File: config.mk
export PLATFORM = sky130hd
export DESIGN_NAME = sensor_top
export DESIGN_NICKNAME = d
export VERILOG_FILES = /design/src/sensor_pkg.sv /design/src/sensor_bringup_ctrl.sv /design/src/stream_slice.sv /design/src/pixel_expander.sv /design/src/lane_serializer.sv /design/src/sensor_top.sv
export SDC_FILE = /design/constraint.sdc
export NUM_CORES = 1
export LEC_CHECK = 0
export BUFFER_PORTS_ARGS = -buffer_cell sky130_fd_sc_hd__buf_2
export CORE_UTILIZATION = 62
export CTS_CLUSTER_SIZE = 40
export DETAILED_ROUTE_END_ITERATION = 8
export GPL_TIMING_DRIVEN = 0
export PLACE_DENSITY = 0.94
export SLEW_MARGIN = 20
export SYNTH_ARGS = -nofsm -noshare
export SYNTH_HDL_FRONTEND = slang
export SYNTH_HIERARCHICAL = 1
export SYNTH_SLANG_ARGS = --single-unit
export TNS_END_PERCENT = 50
File: constraint.sdc
create_clock -name clk20m -period 1.8 [get_ports clk20m]
set_input_delay 0.09 -clock clk20m [delete_from_list [all_inputs] [get_ports clk20m]]
set_output_delay 0.09 -clock clk20m [all_outputs]
set_load 0.1 [all_outputs]
File: src/sensor_pkg.sv
package sensor_pkg;

    // ************************************************************
    // pixel and display geometry
    // ************************************************************
    localparam int PIXEL_BITS      = 8;    // raw sensor pixel
    localparam int PIXELS_PER_WORD = 4;    // pixels packed per input word
    localparam int FIELD_BITS      = 10;   // display field, pixel in top 8
    localparam int FIELD_COPIES    = 3;    // one field per color slot

    localparam int PIXEL_WORD_W   = PIXEL_BITS * PIXELS_PER_WORD;                // 32
    localparam int DISPLAY_WORD_W = PIXELS_PER_WORD * FIELD_COPIES * FIELD_BITS; // 120

    // link side
    localparam int LINK_WORD_W = 128;
    localparam int LANE_W      = 32;

    typedef logic [PIXEL_WORD_W-1:0]   pixel_word_t;
    typedef logic [DISPLAY_WORD_W-1:0] display_word_t;
    typedef logic [LINK_WORD_W-1:0]    link_word_t;
    typedef logic [LANE_W-1:0]         lane_word_t;

    // payload of the expander output slice, 122 bits
    typedef struct packed {
        display_word_t data;
        logic          user;   // start of frame
        logic          last;   // end of line
    } display_beat_t;

    // payload of the serializer output slice, 33 bits
    typedef struct packed {
        lane_word_t data;
        logic       last;      // fourth beat of a link word
    } lane_beat_t;

    // ************************************************************
    // bring-up defaults, board values at 20 MHz
    // ************************************************************
    localparam int DEF_EN_CYCLES        = 20;     // 1 us
    localparam int DEF_PIXEL_RST_CYCLES = 2000;   // 100 us
    localparam int DEF_PATH_RST_CYCLES  = 20000;  // 1 ms
    localparam int DEF_HEARTBEAT_BIT    = 23;     // ~0.4 s half period

    localparam int SEQ_CNT_W = 26;   // bring-up counter, saturating

endpackage

File: src/sensor_bringup_ctrl.sv
module sensor_bringup_ctrl #(
    parameter int EN_CYCLES        = sensor_pkg::DEF_EN_CYCLES,
    parameter int PIXEL_RST_CYCLES = sensor_pkg::DEF_PIXEL_RST_CYCLES,
    parameter int PATH_RST_CYCLES  = sensor_pkg::DEF_PATH_RST_CYCLES,
    parameter int HEARTBEAT_BIT    = sensor_pkg::DEF_HEARTBEAT_BIT
) (
    input  logic clk20m,
    input  logic peripheral_aresetn,
    input  logic channel_up,        // serial link status
    output logic pdlu_en,           // sensor power enable
    output logic pdlu_rstn,         // sensor core reset
    output logic pdlu_pixel_rstn,   // sensor pixel array reset
    output logic path_rstn,         // internal pixel/link datapath reset
    output logic led,               // heartbeat
    output logic link_error         // sticky link-loss flag
);
    import sensor_pkg::*;

    // thresholds at counter width
    localparam logic [SEQ_CNT_W-1:0] EN_THR        = SEQ_CNT_W'(EN_CYCLES);
    localparam logic [SEQ_CNT_W-1:0] PIXEL_RST_THR = SEQ_CNT_W'(PIXEL_RST_CYCLES);
    localparam logic [SEQ_CNT_W-1:0] PATH_RST_THR  = SEQ_CNT_W'(PATH_RST_CYCLES);

    logic [SEQ_CNT_W-1:0]   seq_cnt;     // bring-up timebase
    logic [1:0]             rst_sync;    // reset release synchronizer
    logic [HEARTBEAT_BIT:0] hb_cnt;      // free running
    logic                   link_armed;  // channel seen up once
    logic [1:0]             up_hist;     // [1] older, [0] newer

    // ************************************************************
    // reset synchronizer
    // ************************************************************
    // async assert, release two edges later
    always_ff @(posedge clk20m or negedge peripheral_aresetn) begin
        if (!peripheral_aresetn) begin
            rst_sync <= 2'b00;
        end else begin
            rst_sync <= {rst_sync[0], 1'b1};
        end
    end

    // ************************************************************
    // bring-up sequencing
    // ************************************************************
    // counter reads 0 at the first edge after release, then counts up
    always_ff @(posedge clk20m or negedge peripheral_aresetn) begin
        if (!peripheral_aresetn) begin
            seq_cnt <= '0;
        end else if (seq_cnt != '1) begin
            seq_cnt <= seq_cnt + 1'b1;
        end                                  // else hold at all ones
    end

    // registered compares, each control lags the threshold by one edge
    always_ff @(posedge clk20m or negedge peripheral_aresetn) begin
        if (!peripheral_aresetn) begin
            pdlu_en         <= 1'b0;
            pdlu_rstn       <= 1'b0;
            pdlu_pixel_rstn <= 1'b0;
            path_rstn       <= 1'b0;
        end else begin
            pdlu_en         <= (seq_cnt >= EN_THR);         // power first
            pdlu_rstn       <= (seq_cnt >= EN_THR);         // core out of reset with power
            pdlu_pixel_rstn <= (seq_cnt >= PIXEL_RST_THR);  // then the array
            // datapath last, and only once the synchronized reset is out
            path_rstn       <= rst_sync[1] && (seq_cnt >= PATH_RST_THR);
        end
    end

    // ************************************************************
    // heartbeat
    // ************************************************************
    always_ff @(posedge clk20m or negedge peripheral_aresetn) begin
        if (!peripheral_aresetn) begin
            hb_cnt <= '0;
        end else begin
            hb_cnt <= hb_cnt + 1'b1;
        end
    end

    assign led = hb_cnt[HEARTBEAT_BIT];   // half period 2**HEARTBEAT_BIT

    // ************************************************************
    // link-loss monitor
    // ************************************************************
    // only a fall after the link was up counts as a loss
    always_ff @(posedge clk20m or negedge peripheral_aresetn) begin
        if (!peripheral_aresetn) begin
            link_armed <= 1'b0;
            up_hist    <= 2'b00;
            link_error <= 1'b0;
        end else begin
            if (channel_up) begin
                link_armed <= 1'b1;
            end
            if (link_armed) begin
                up_hist <= {up_hist[0], channel_up};
            end
            // high then low in history = falling edge
            if (up_hist == 2'b10) begin
                link_error <= 1'b1;   // sticky until reset
            end
        end
    end

endmodule

File: src/stream_slice.sv
module stream_slice #(
    parameter type payload_t = logic [31:0]
) (
    input  logic     clk20m,
    input  logic     rstn,
    input  payload_t in_data,
    input  logic     in_valid,
    output logic     in_ready,
    output payload_t out_data,
    output logic     out_valid,
    input  logic     out_ready
);

    payload_t main_data;    // output register
    payload_t spare_data;   // skid entry, filled when main stalls
    logic     main_valid;
    logic     spare_valid;
    logic     main_valid_d;
    logic     spare_valid_d;
    logic     main_load;
    logic     main_from_spare;
    logic     spare_load;
    logic     in_fire;
    logic     out_fire;

    assign in_fire  = in_valid && in_ready;
    assign out_fire = main_valid && out_ready;

    // next occupancy; in_ready is low whenever spare is full
    always_comb begin
        main_valid_d    = main_valid;
        spare_valid_d   = spare_valid;
        main_load       = 1'b0;
        main_from_spare = 1'b0;
        spare_load      = 1'b0;
        if (!main_valid || out_fire) begin
            if (spare_valid) begin
                main_valid_d    = 1'b1;    // oldest item moves up
                spare_valid_d   = 1'b0;
                main_load       = 1'b1;
                main_from_spare = 1'b1;
            end else begin
                main_valid_d = in_fire;    // straight into main
                main_load    = in_fire;
            end
        end else if (in_fire) begin
            spare_valid_d = 1'b1;          // main stalled, park it
            spare_load    = 1'b1;
        end
    end

    always_ff @(posedge clk20m or negedge rstn) begin
        if (!rstn) begin
            main_valid  <= 1'b0;
            spare_valid <= 1'b0;
            in_ready    <= 1'b0;
        end else begin
            main_valid  <= main_valid_d;
            spare_valid <= spare_valid_d;
            in_ready    <= !spare_valid_d;   // registered, room for one more
        end
    end

    // payload registers
    always_ff @(posedge clk20m) begin
        if (main_load) begin
            main_data <= main_from_spare ? spare_data : in_data;
        end
        if (spare_load) begin
            spare_data <= in_data;
        end
    end

    assign out_data  = main_data;
    assign out_valid = main_valid;

endmodule

File: src/pixel_expander.sv
module pixel_expander (
    input  logic                      clk20m,
    input  logic                      path_rstn,
    input  sensor_pkg::pixel_word_t   pix_data,
    input  logic                      pix_user,    // start of frame
    input  logic                      pix_last,    // end of line
    input  logic                      pix_valid,
    output logic                      pix_ready,
    output sensor_pkg::display_word_t disp_data,
    output logic                      disp_user,
    output logic                      disp_last,
    output logic                      disp_valid,
    input  logic                      disp_ready
);
    import sensor_pkg::*;

    localparam int PAD_BITS = FIELD_BITS - PIXEL_BITS;   // zero lsbs per field

    display_word_t disp_word;
    display_beat_t beat_in;
    display_beat_t beat_out;

    // pixel p owns fields 3p..3p+2, highest pixel in the highest bits
    always_comb begin
        disp_word = '0;
        for (int p = 0; p < PIXELS_PER_WORD; p++) begin
            for (int c = 0; c < FIELD_COPIES; c++) begin
                disp_word[(p*FIELD_COPIES + c)*FIELD_BITS +: FIELD_BITS] =
                    {pix_data[p*PIXEL_BITS +: PIXEL_BITS], {PAD_BITS{1'b0}}};
            end
        end
    end

    assign beat_in = '{data: disp_word, user: pix_user, last: pix_last};

    // one cycle to disp_valid, full rate
    stream_slice #(
        .payload_t (display_beat_t)
    ) u_disp_slice (
        .clk20m    (clk20m),
        .rstn      (path_rstn),
        .in_data   (beat_in),
        .in_valid  (pix_valid),
        .in_ready  (pix_ready),
        .out_data  (beat_out),
        .out_valid (disp_valid),
        .out_ready (disp_ready)
    );

    assign disp_data = beat_out.data;
    assign disp_user = beat_out.user;
    assign disp_last = beat_out.last;

endmodule

File: src/lane_serializer.sv
module lane_serializer (
    input  logic                   clk20m,
    input  logic                   path_rstn,
    input  sensor_pkg::link_word_t link_word,
    input  logic                   link_valid,
    output logic                   link_ready,
    output sensor_pkg::lane_word_t lane_data,
    output logic                   lane_last,
    output logic                   lane_valid,
    input  logic                   lane_ready
);
    import sensor_pkg::*;

    localparam int BEATS      = LINK_WORD_W / LANE_W;   // 4
    localparam int BEAT_IDX_W = $clog2(BEATS);

    link_word_t            word_q;       // word being split
    logic                  word_valid;
    logic [BEAT_IDX_W-1:0] beat_idx;     // next beat to issue
    logic                  last_beat;
    logic                  slice_ready;
    logic                  push;         // beat taken by the slice
    logic                  take;         // new link word accepted
    lane_beat_t            beat_in;
    lane_beat_t            beat_out;

    assign last_beat = (beat_idx == BEAT_IDX_W'(BEATS - 1));
    assign push      = word_valid && slice_ready;

    // empty, or about to hand the last beat over; slice_ready is low in reset
    assign link_ready = slice_ready && (!word_valid || last_beat);
    assign take       = link_valid && link_ready;

    // ************************************************************
    // word register and beat index
    // ************************************************************
    always_ff @(posedge clk20m or negedge path_rstn) begin
        if (!path_rstn) begin
            word_valid <= 1'b0;
            beat_idx   <= '0;
        end else begin
            if (push) begin
                beat_idx <= beat_idx + 1'b1;   // wraps to 0 after the last beat
            end
            if (take) begin
                word_valid <= 1'b1;            // may refill on the last beat
            end else if (push && last_beat) begin
                word_valid <= 1'b0;
            end
        end
    end

    always_ff @(posedge clk20m) begin
        if (take) begin
            word_q <= link_word;
        end
    end

    // lowest lane first
    assign beat_in = '{data: word_q[LANE_W*beat_idx +: LANE_W], last: last_beat};

    stream_slice #(
        .payload_t (lane_beat_t)
    ) u_lane_slice (
        .clk20m    (clk20m),
        .rstn      (path_rstn),
        .in_data   (beat_in),
        .in_valid  (word_valid),
        .in_ready  (slice_ready),
        .out_data  (beat_out),
        .out_valid (lane_valid),
        .out_ready (lane_ready)
    );

    assign lane_data = beat_out.data;
    assign lane_last = beat_out.last;

endmodule

File: src/sensor_top.sv
module sensor_top #(
    parameter int EN_CYCLES        = sensor_pkg::DEF_EN_CYCLES,
    parameter int PIXEL_RST_CYCLES = sensor_pkg::DEF_PIXEL_RST_CYCLES,
    parameter int PATH_RST_CYCLES  = sensor_pkg::DEF_PATH_RST_CYCLES,
    parameter int HEARTBEAT_BIT    = sensor_pkg::DEF_HEARTBEAT_BIT
) (
    input  logic                      clk20m,
    input  logic                      peripheral_aresetn,
    input  logic                      channel_up,
    // sensor controls
    output logic                      pdlu_en,
    output logic                      pdlu_rstn,
    output logic                      pdlu_pixel_rstn,
    // status
    output logic                      led,
    output logic                      link_error,
    // pixel stream in
    input  sensor_pkg::pixel_word_t   pix_data,
    input  logic                      pix_user,
    input  logic                      pix_last,
    input  logic                      pix_valid,
    output logic                      pix_ready,
    // display stream out
    output sensor_pkg::display_word_t disp_data,
    output logic                      disp_user,
    output logic                      disp_last,
    output logic                      disp_valid,
    input  logic                      disp_ready,
    // link stream in
    input  sensor_pkg::link_word_t    link_word,
    input  logic                      link_valid,
    output logic                      link_ready,
    // lane stream out
    output sensor_pkg::lane_word_t    lane_data,
    output logic                      lane_last,
    output logic                      lane_valid,
    input  logic                      lane_ready
);

    logic path_rstn;   // staged datapath reset from the sequencer

    // ************************************************************
    // control
    // ************************************************************
    sensor_bringup_ctrl #(
        .EN_CYCLES        (EN_CYCLES),
        .PIXEL_RST_CYCLES (PIXEL_RST_CYCLES),
        .PATH_RST_CYCLES  (PATH_RST_CYCLES),
        .HEARTBEAT_BIT    (HEARTBEAT_BIT)
    ) u_ctrl (
        .clk20m             (clk20m),
        .peripheral_aresetn (peripheral_aresetn),
        .channel_up         (channel_up),
        .pdlu_en            (pdlu_en),
        .pdlu_rstn          (pdlu_rstn),
        .pdlu_pixel_rstn    (pdlu_pixel_rstn),
        .path_rstn          (path_rstn),
        .led                (led),
        .link_error         (link_error)
    );

    // ************************************************************
    // datapaths
    // ************************************************************
    pixel_expander u_expander (
        .clk20m     (clk20m),
        .path_rstn  (path_rstn),
        .pix_data   (pix_data),
        .pix_user   (pix_user),
        .pix_last   (pix_last),
        .pix_valid  (pix_valid),
        .pix_ready  (pix_ready),
        .disp_data  (disp_data),
        .disp_user  (disp_user),
        .disp_last  (disp_last),
        .disp_valid (disp_valid),
        .disp_ready (disp_ready)
    );

    lane_serializer u_serializer (
        .clk20m     (clk20m),
        .path_rstn  (path_rstn),
        .link_word  (link_word),
        .link_valid (link_valid),
        .link_ready (link_ready),
        .lane_data  (lane_data),
        .lane_last  (lane_last),
        .lane_valid (lane_valid),
        .lane_ready (lane_ready)
    );

endmodule

==> impl_metrics.yaml <==
detailed_routing:
  wl_per_cell_um: 26.2
  drcViolationCount: 0
  first_pass_iters: 5
  drtIter0Drc: 1116
  routed_via_density: 5.73
  routed_wl_um: 52800
  antenna_left: 0
  vias: 11500
logic_synthesis:
  yosysTopAreaCell: "edfxtp_1"
  ys_ff_latch: 506
  post-synth-top-count-cell: "edfxtp_1"
  avgSynthCellArea_um2: 21.0
  netlist_top_cells_area: "edfxtp_1 68%, dfrtp_1 8.8%, mux2_4 8.6%"
  synth_edf_count: 438
  syn_area_um2: 19400
  yosys.cell_types.count: 46
  yosysSeqAreaShare: 0.766
  synth_top_area_share: 0.678
  syn_inst: 923
  ys.flop_type: "edfxtp_1"
  async_flop_share: 0.134
  yosys_warnings: 6
  ys_top_cells_by_count: "438 x edfxtp_1, 111 x mux2_4, 68 x dfrtp_1"
min_path:
  holdPathEnd: "u_expander/u_disp_slice/in_ready"
  hp-class: "in2reg"
  whs_path_depth: 3
  holdCritStartpoint: "disp_ready"
power_and_ir_drop:
  total_power_uw: 39600
  powerDensity_nw_per_um2: 1520
  leakagePower_uw: 0.0105
  vdd_drop_max_uv: 1120
sta:
  rsz0062_at_grt: "true"
  hold_violations: 0
  slew_viol_final: 0
  post-route-period-util: 1.04
  fin_worst_skew_ns: 0.0263
  finalSetupTns_ns: -0.736
  slew_headroom: 0.517
  max_freq_ghz: 0.533
  layout_min_cycle_time_ns: 1.87
  tightest_slew_ns: 0.725
  setup_viol: 26
  fin_ws_ns: -0.0748
  whs_ns: 0.0190
cts:
  htreeDepth: 2
  clk-insertion-delay-late_ns: 0.56
  clockBufferDepth: 3
  cts-buffers-inserted: 48
  cts_root_buffer: "clkbuf_16"
  tritoncts: "yes"
  clkTransAtPathRegs_ns: 0.07
  cts.sinks: 506
setup_path:
  reg2reg_depth: 4
  crit_chain: "buf_12, buf_12, mux4_2, mux2_4"
  slowest_stage: "mux4_2"
  cp_num_buf_inv: 2
  worstPathArrival_ns: 2.18
  crit_type: "reg2reg"
  cp_slowest_stage_delay_ns: 0.56
  r2r-start: "u_serializer/beat_idx[0]"
  setup.worst_path.end_class: "register"
  cp.required_ns: 2.10
  path_common_cell: "buf_12"
  r2r_end: "u_serializer/u_lane_slice/out_data[5]"
  r2r_slack_ns: -0.07
  cp-startpoint: "u_serializer/beat_idx[0]"
  path_max_fanout: 9
  startpoint_type: "register"
  crit_family: "multiplexers"
floorplan:
  die_w_um: 179
  die_area_um2: 32000
  ios: 333
  initial_utilization: 0.632
  core_um2: 30700
  fp-row-count: 64
  die_h_um: 179
grt:
  grt_overflow: 0
  grt_max_degree: 60
  grt_pass1_vias: 12100
  grt_pass1_wl_um: 74400
  grtUsageTotal: 0.326
  grt_antenna_before_repair: 4
finish:
  syn2layout_area_growth_pct: 33.9
  n_fill_cell: 1242
  final_nets: 1746
  drive_gt1_frac: 0.446
placement:
  portBuffers: 332
  dp_slack_ns: -0.301
  place.gp.congestion: 0.818
  dpl.hpwl_um: 26300
status:
  violations: "negative setup slack"
  status: "complete, but fails checks"
job:
  drv_cap: 0
-- worst max path at each step --
stage / endpoint / depth (start not counted)
floorplan: u_expander/u_disp_slice/out_data[0] / 1
global placement: u_serializer/word_q[17] / 3
detailed placement: u_serializer/word_q[111] / 6
CTS: u_expander/u_disp_slice/out_data[111] / 3
global route: u_ctrl/seq_cnt[18] / 6
finish: u_serializer/u_lane_slice/out_data[5] / 4
-- report_power, final --
part,internal [uW],switching [uW],total (uW)
Clock,5850,4480,10300
Combinational,4060,8870,12900
Sequential,15500,857,16300
-- sequential cells by signal (all words and copies together), names as in the netlist, 2 cells and up --
name,flops
u_ctrl/hb_cnt,24
u_ctrl/rst_sync,2
u_ctrl/seq_cnt,26
u_ctrl/up_hist,2
u_expander/u_disp_slice/out_data,122
u_expander/u_disp_slice/spare_data,122
u_serializer/beat_idx,2
u_serializer/u_lane_slice/out_data,33
u_serializer/u_lane_slice/spare_data,33
u_serializer/word_q,128
-- through the flow --
| stage | instances | area (um2) | util |
|---|---|---|---|
| after global placement | 1698 | 21800 | 0.710 |
| final | 2013 | 26000 | 0.846 |
| after detailed placement | 1714 | 22200 | 0.725 |
| after floorplan | 970 | 19600 | - |
| after global routing | 2013 | 26000 | 0.846 |
| after CTS | 1992 | 25700 | 0.839 |
-- per-layer routing --
layer  part of all wire  track usage  vias to the layer above
met3              0.075       0.0549                      163
li1                   -            -                     4882
met4              0.052        0.170                        0
met1               0.34        0.365                     5749
met2               0.54        0.593                      747
met5                  0            0                        -
-- what timing repair did --
item | in CTS | in global routing
hold endpoints to repair | 387 | 0
hold buffers | 168 | 0
endpoints found under the setup margin | 227 | 190
gates resized for setup | 17 | 28
gates cloned | 3 | 2
buffers inserted | 18 | 16
pin swaps | 5 | 9
-- area by class of cell --
type	count	area, um2	share of cell area
sequential	506	14900	0.573
multi-input combinational	427	4550	0.175
timing repair buffer	553	4110	0.158
clock buffer	60	1300	0.0500
tap	396	495	0.0191
buffer	26	304	0.0117
clock inverter	30	280	0.0108
inverter	11	41.3	0.00159
antenna	4	10.0	0.000386
-- worst min-delay path: stages --
cell	delay, ns
buf_2	0.11
nand2b_4	0.18
or2_2	0.13
-- cells in the final DEF, fill, tap and decap left out, types with 6 or more instances in the layout --
cell and n:
dfrtp_1 61, xor2_1 15, nor2_2 6, clkinv_2 9, inv_1 10, mux4_2 31, buf_12 11, dlygate4sd3_1 168
conb_1 49, buf_2 334, a21oi_1 7, buf_6 14, nand2_1 21, xnor2_1 25, edfxtp_1 438, clkbuf_16 52
nor2_1 14, buf_4 35, clkbuf_1 9, nand4_1 13, mux2_2 49, mux2_4 111, clkinv_1 12, and3_1 6
buf_16 13, nand3_1 15
-- logic make-up (layout without fill, tap and decap cells) --
group,after synthesis,in the layout,share of synthesized area
buffers and inverters,38,680,0.0170
multiplexers,192,192,0.152
adder cells (fa/ha/maj),4,4,0.00258
AND/OR/NAND/NOR,116,117,0.0352
flip-flops,506,506,0.766
AO/OA/AOI/OAI,25,25,0.00871
other,2,53,0.000387
XOR/XNOR,40,40,0.0181
Power figures use the tool's default switching activity.
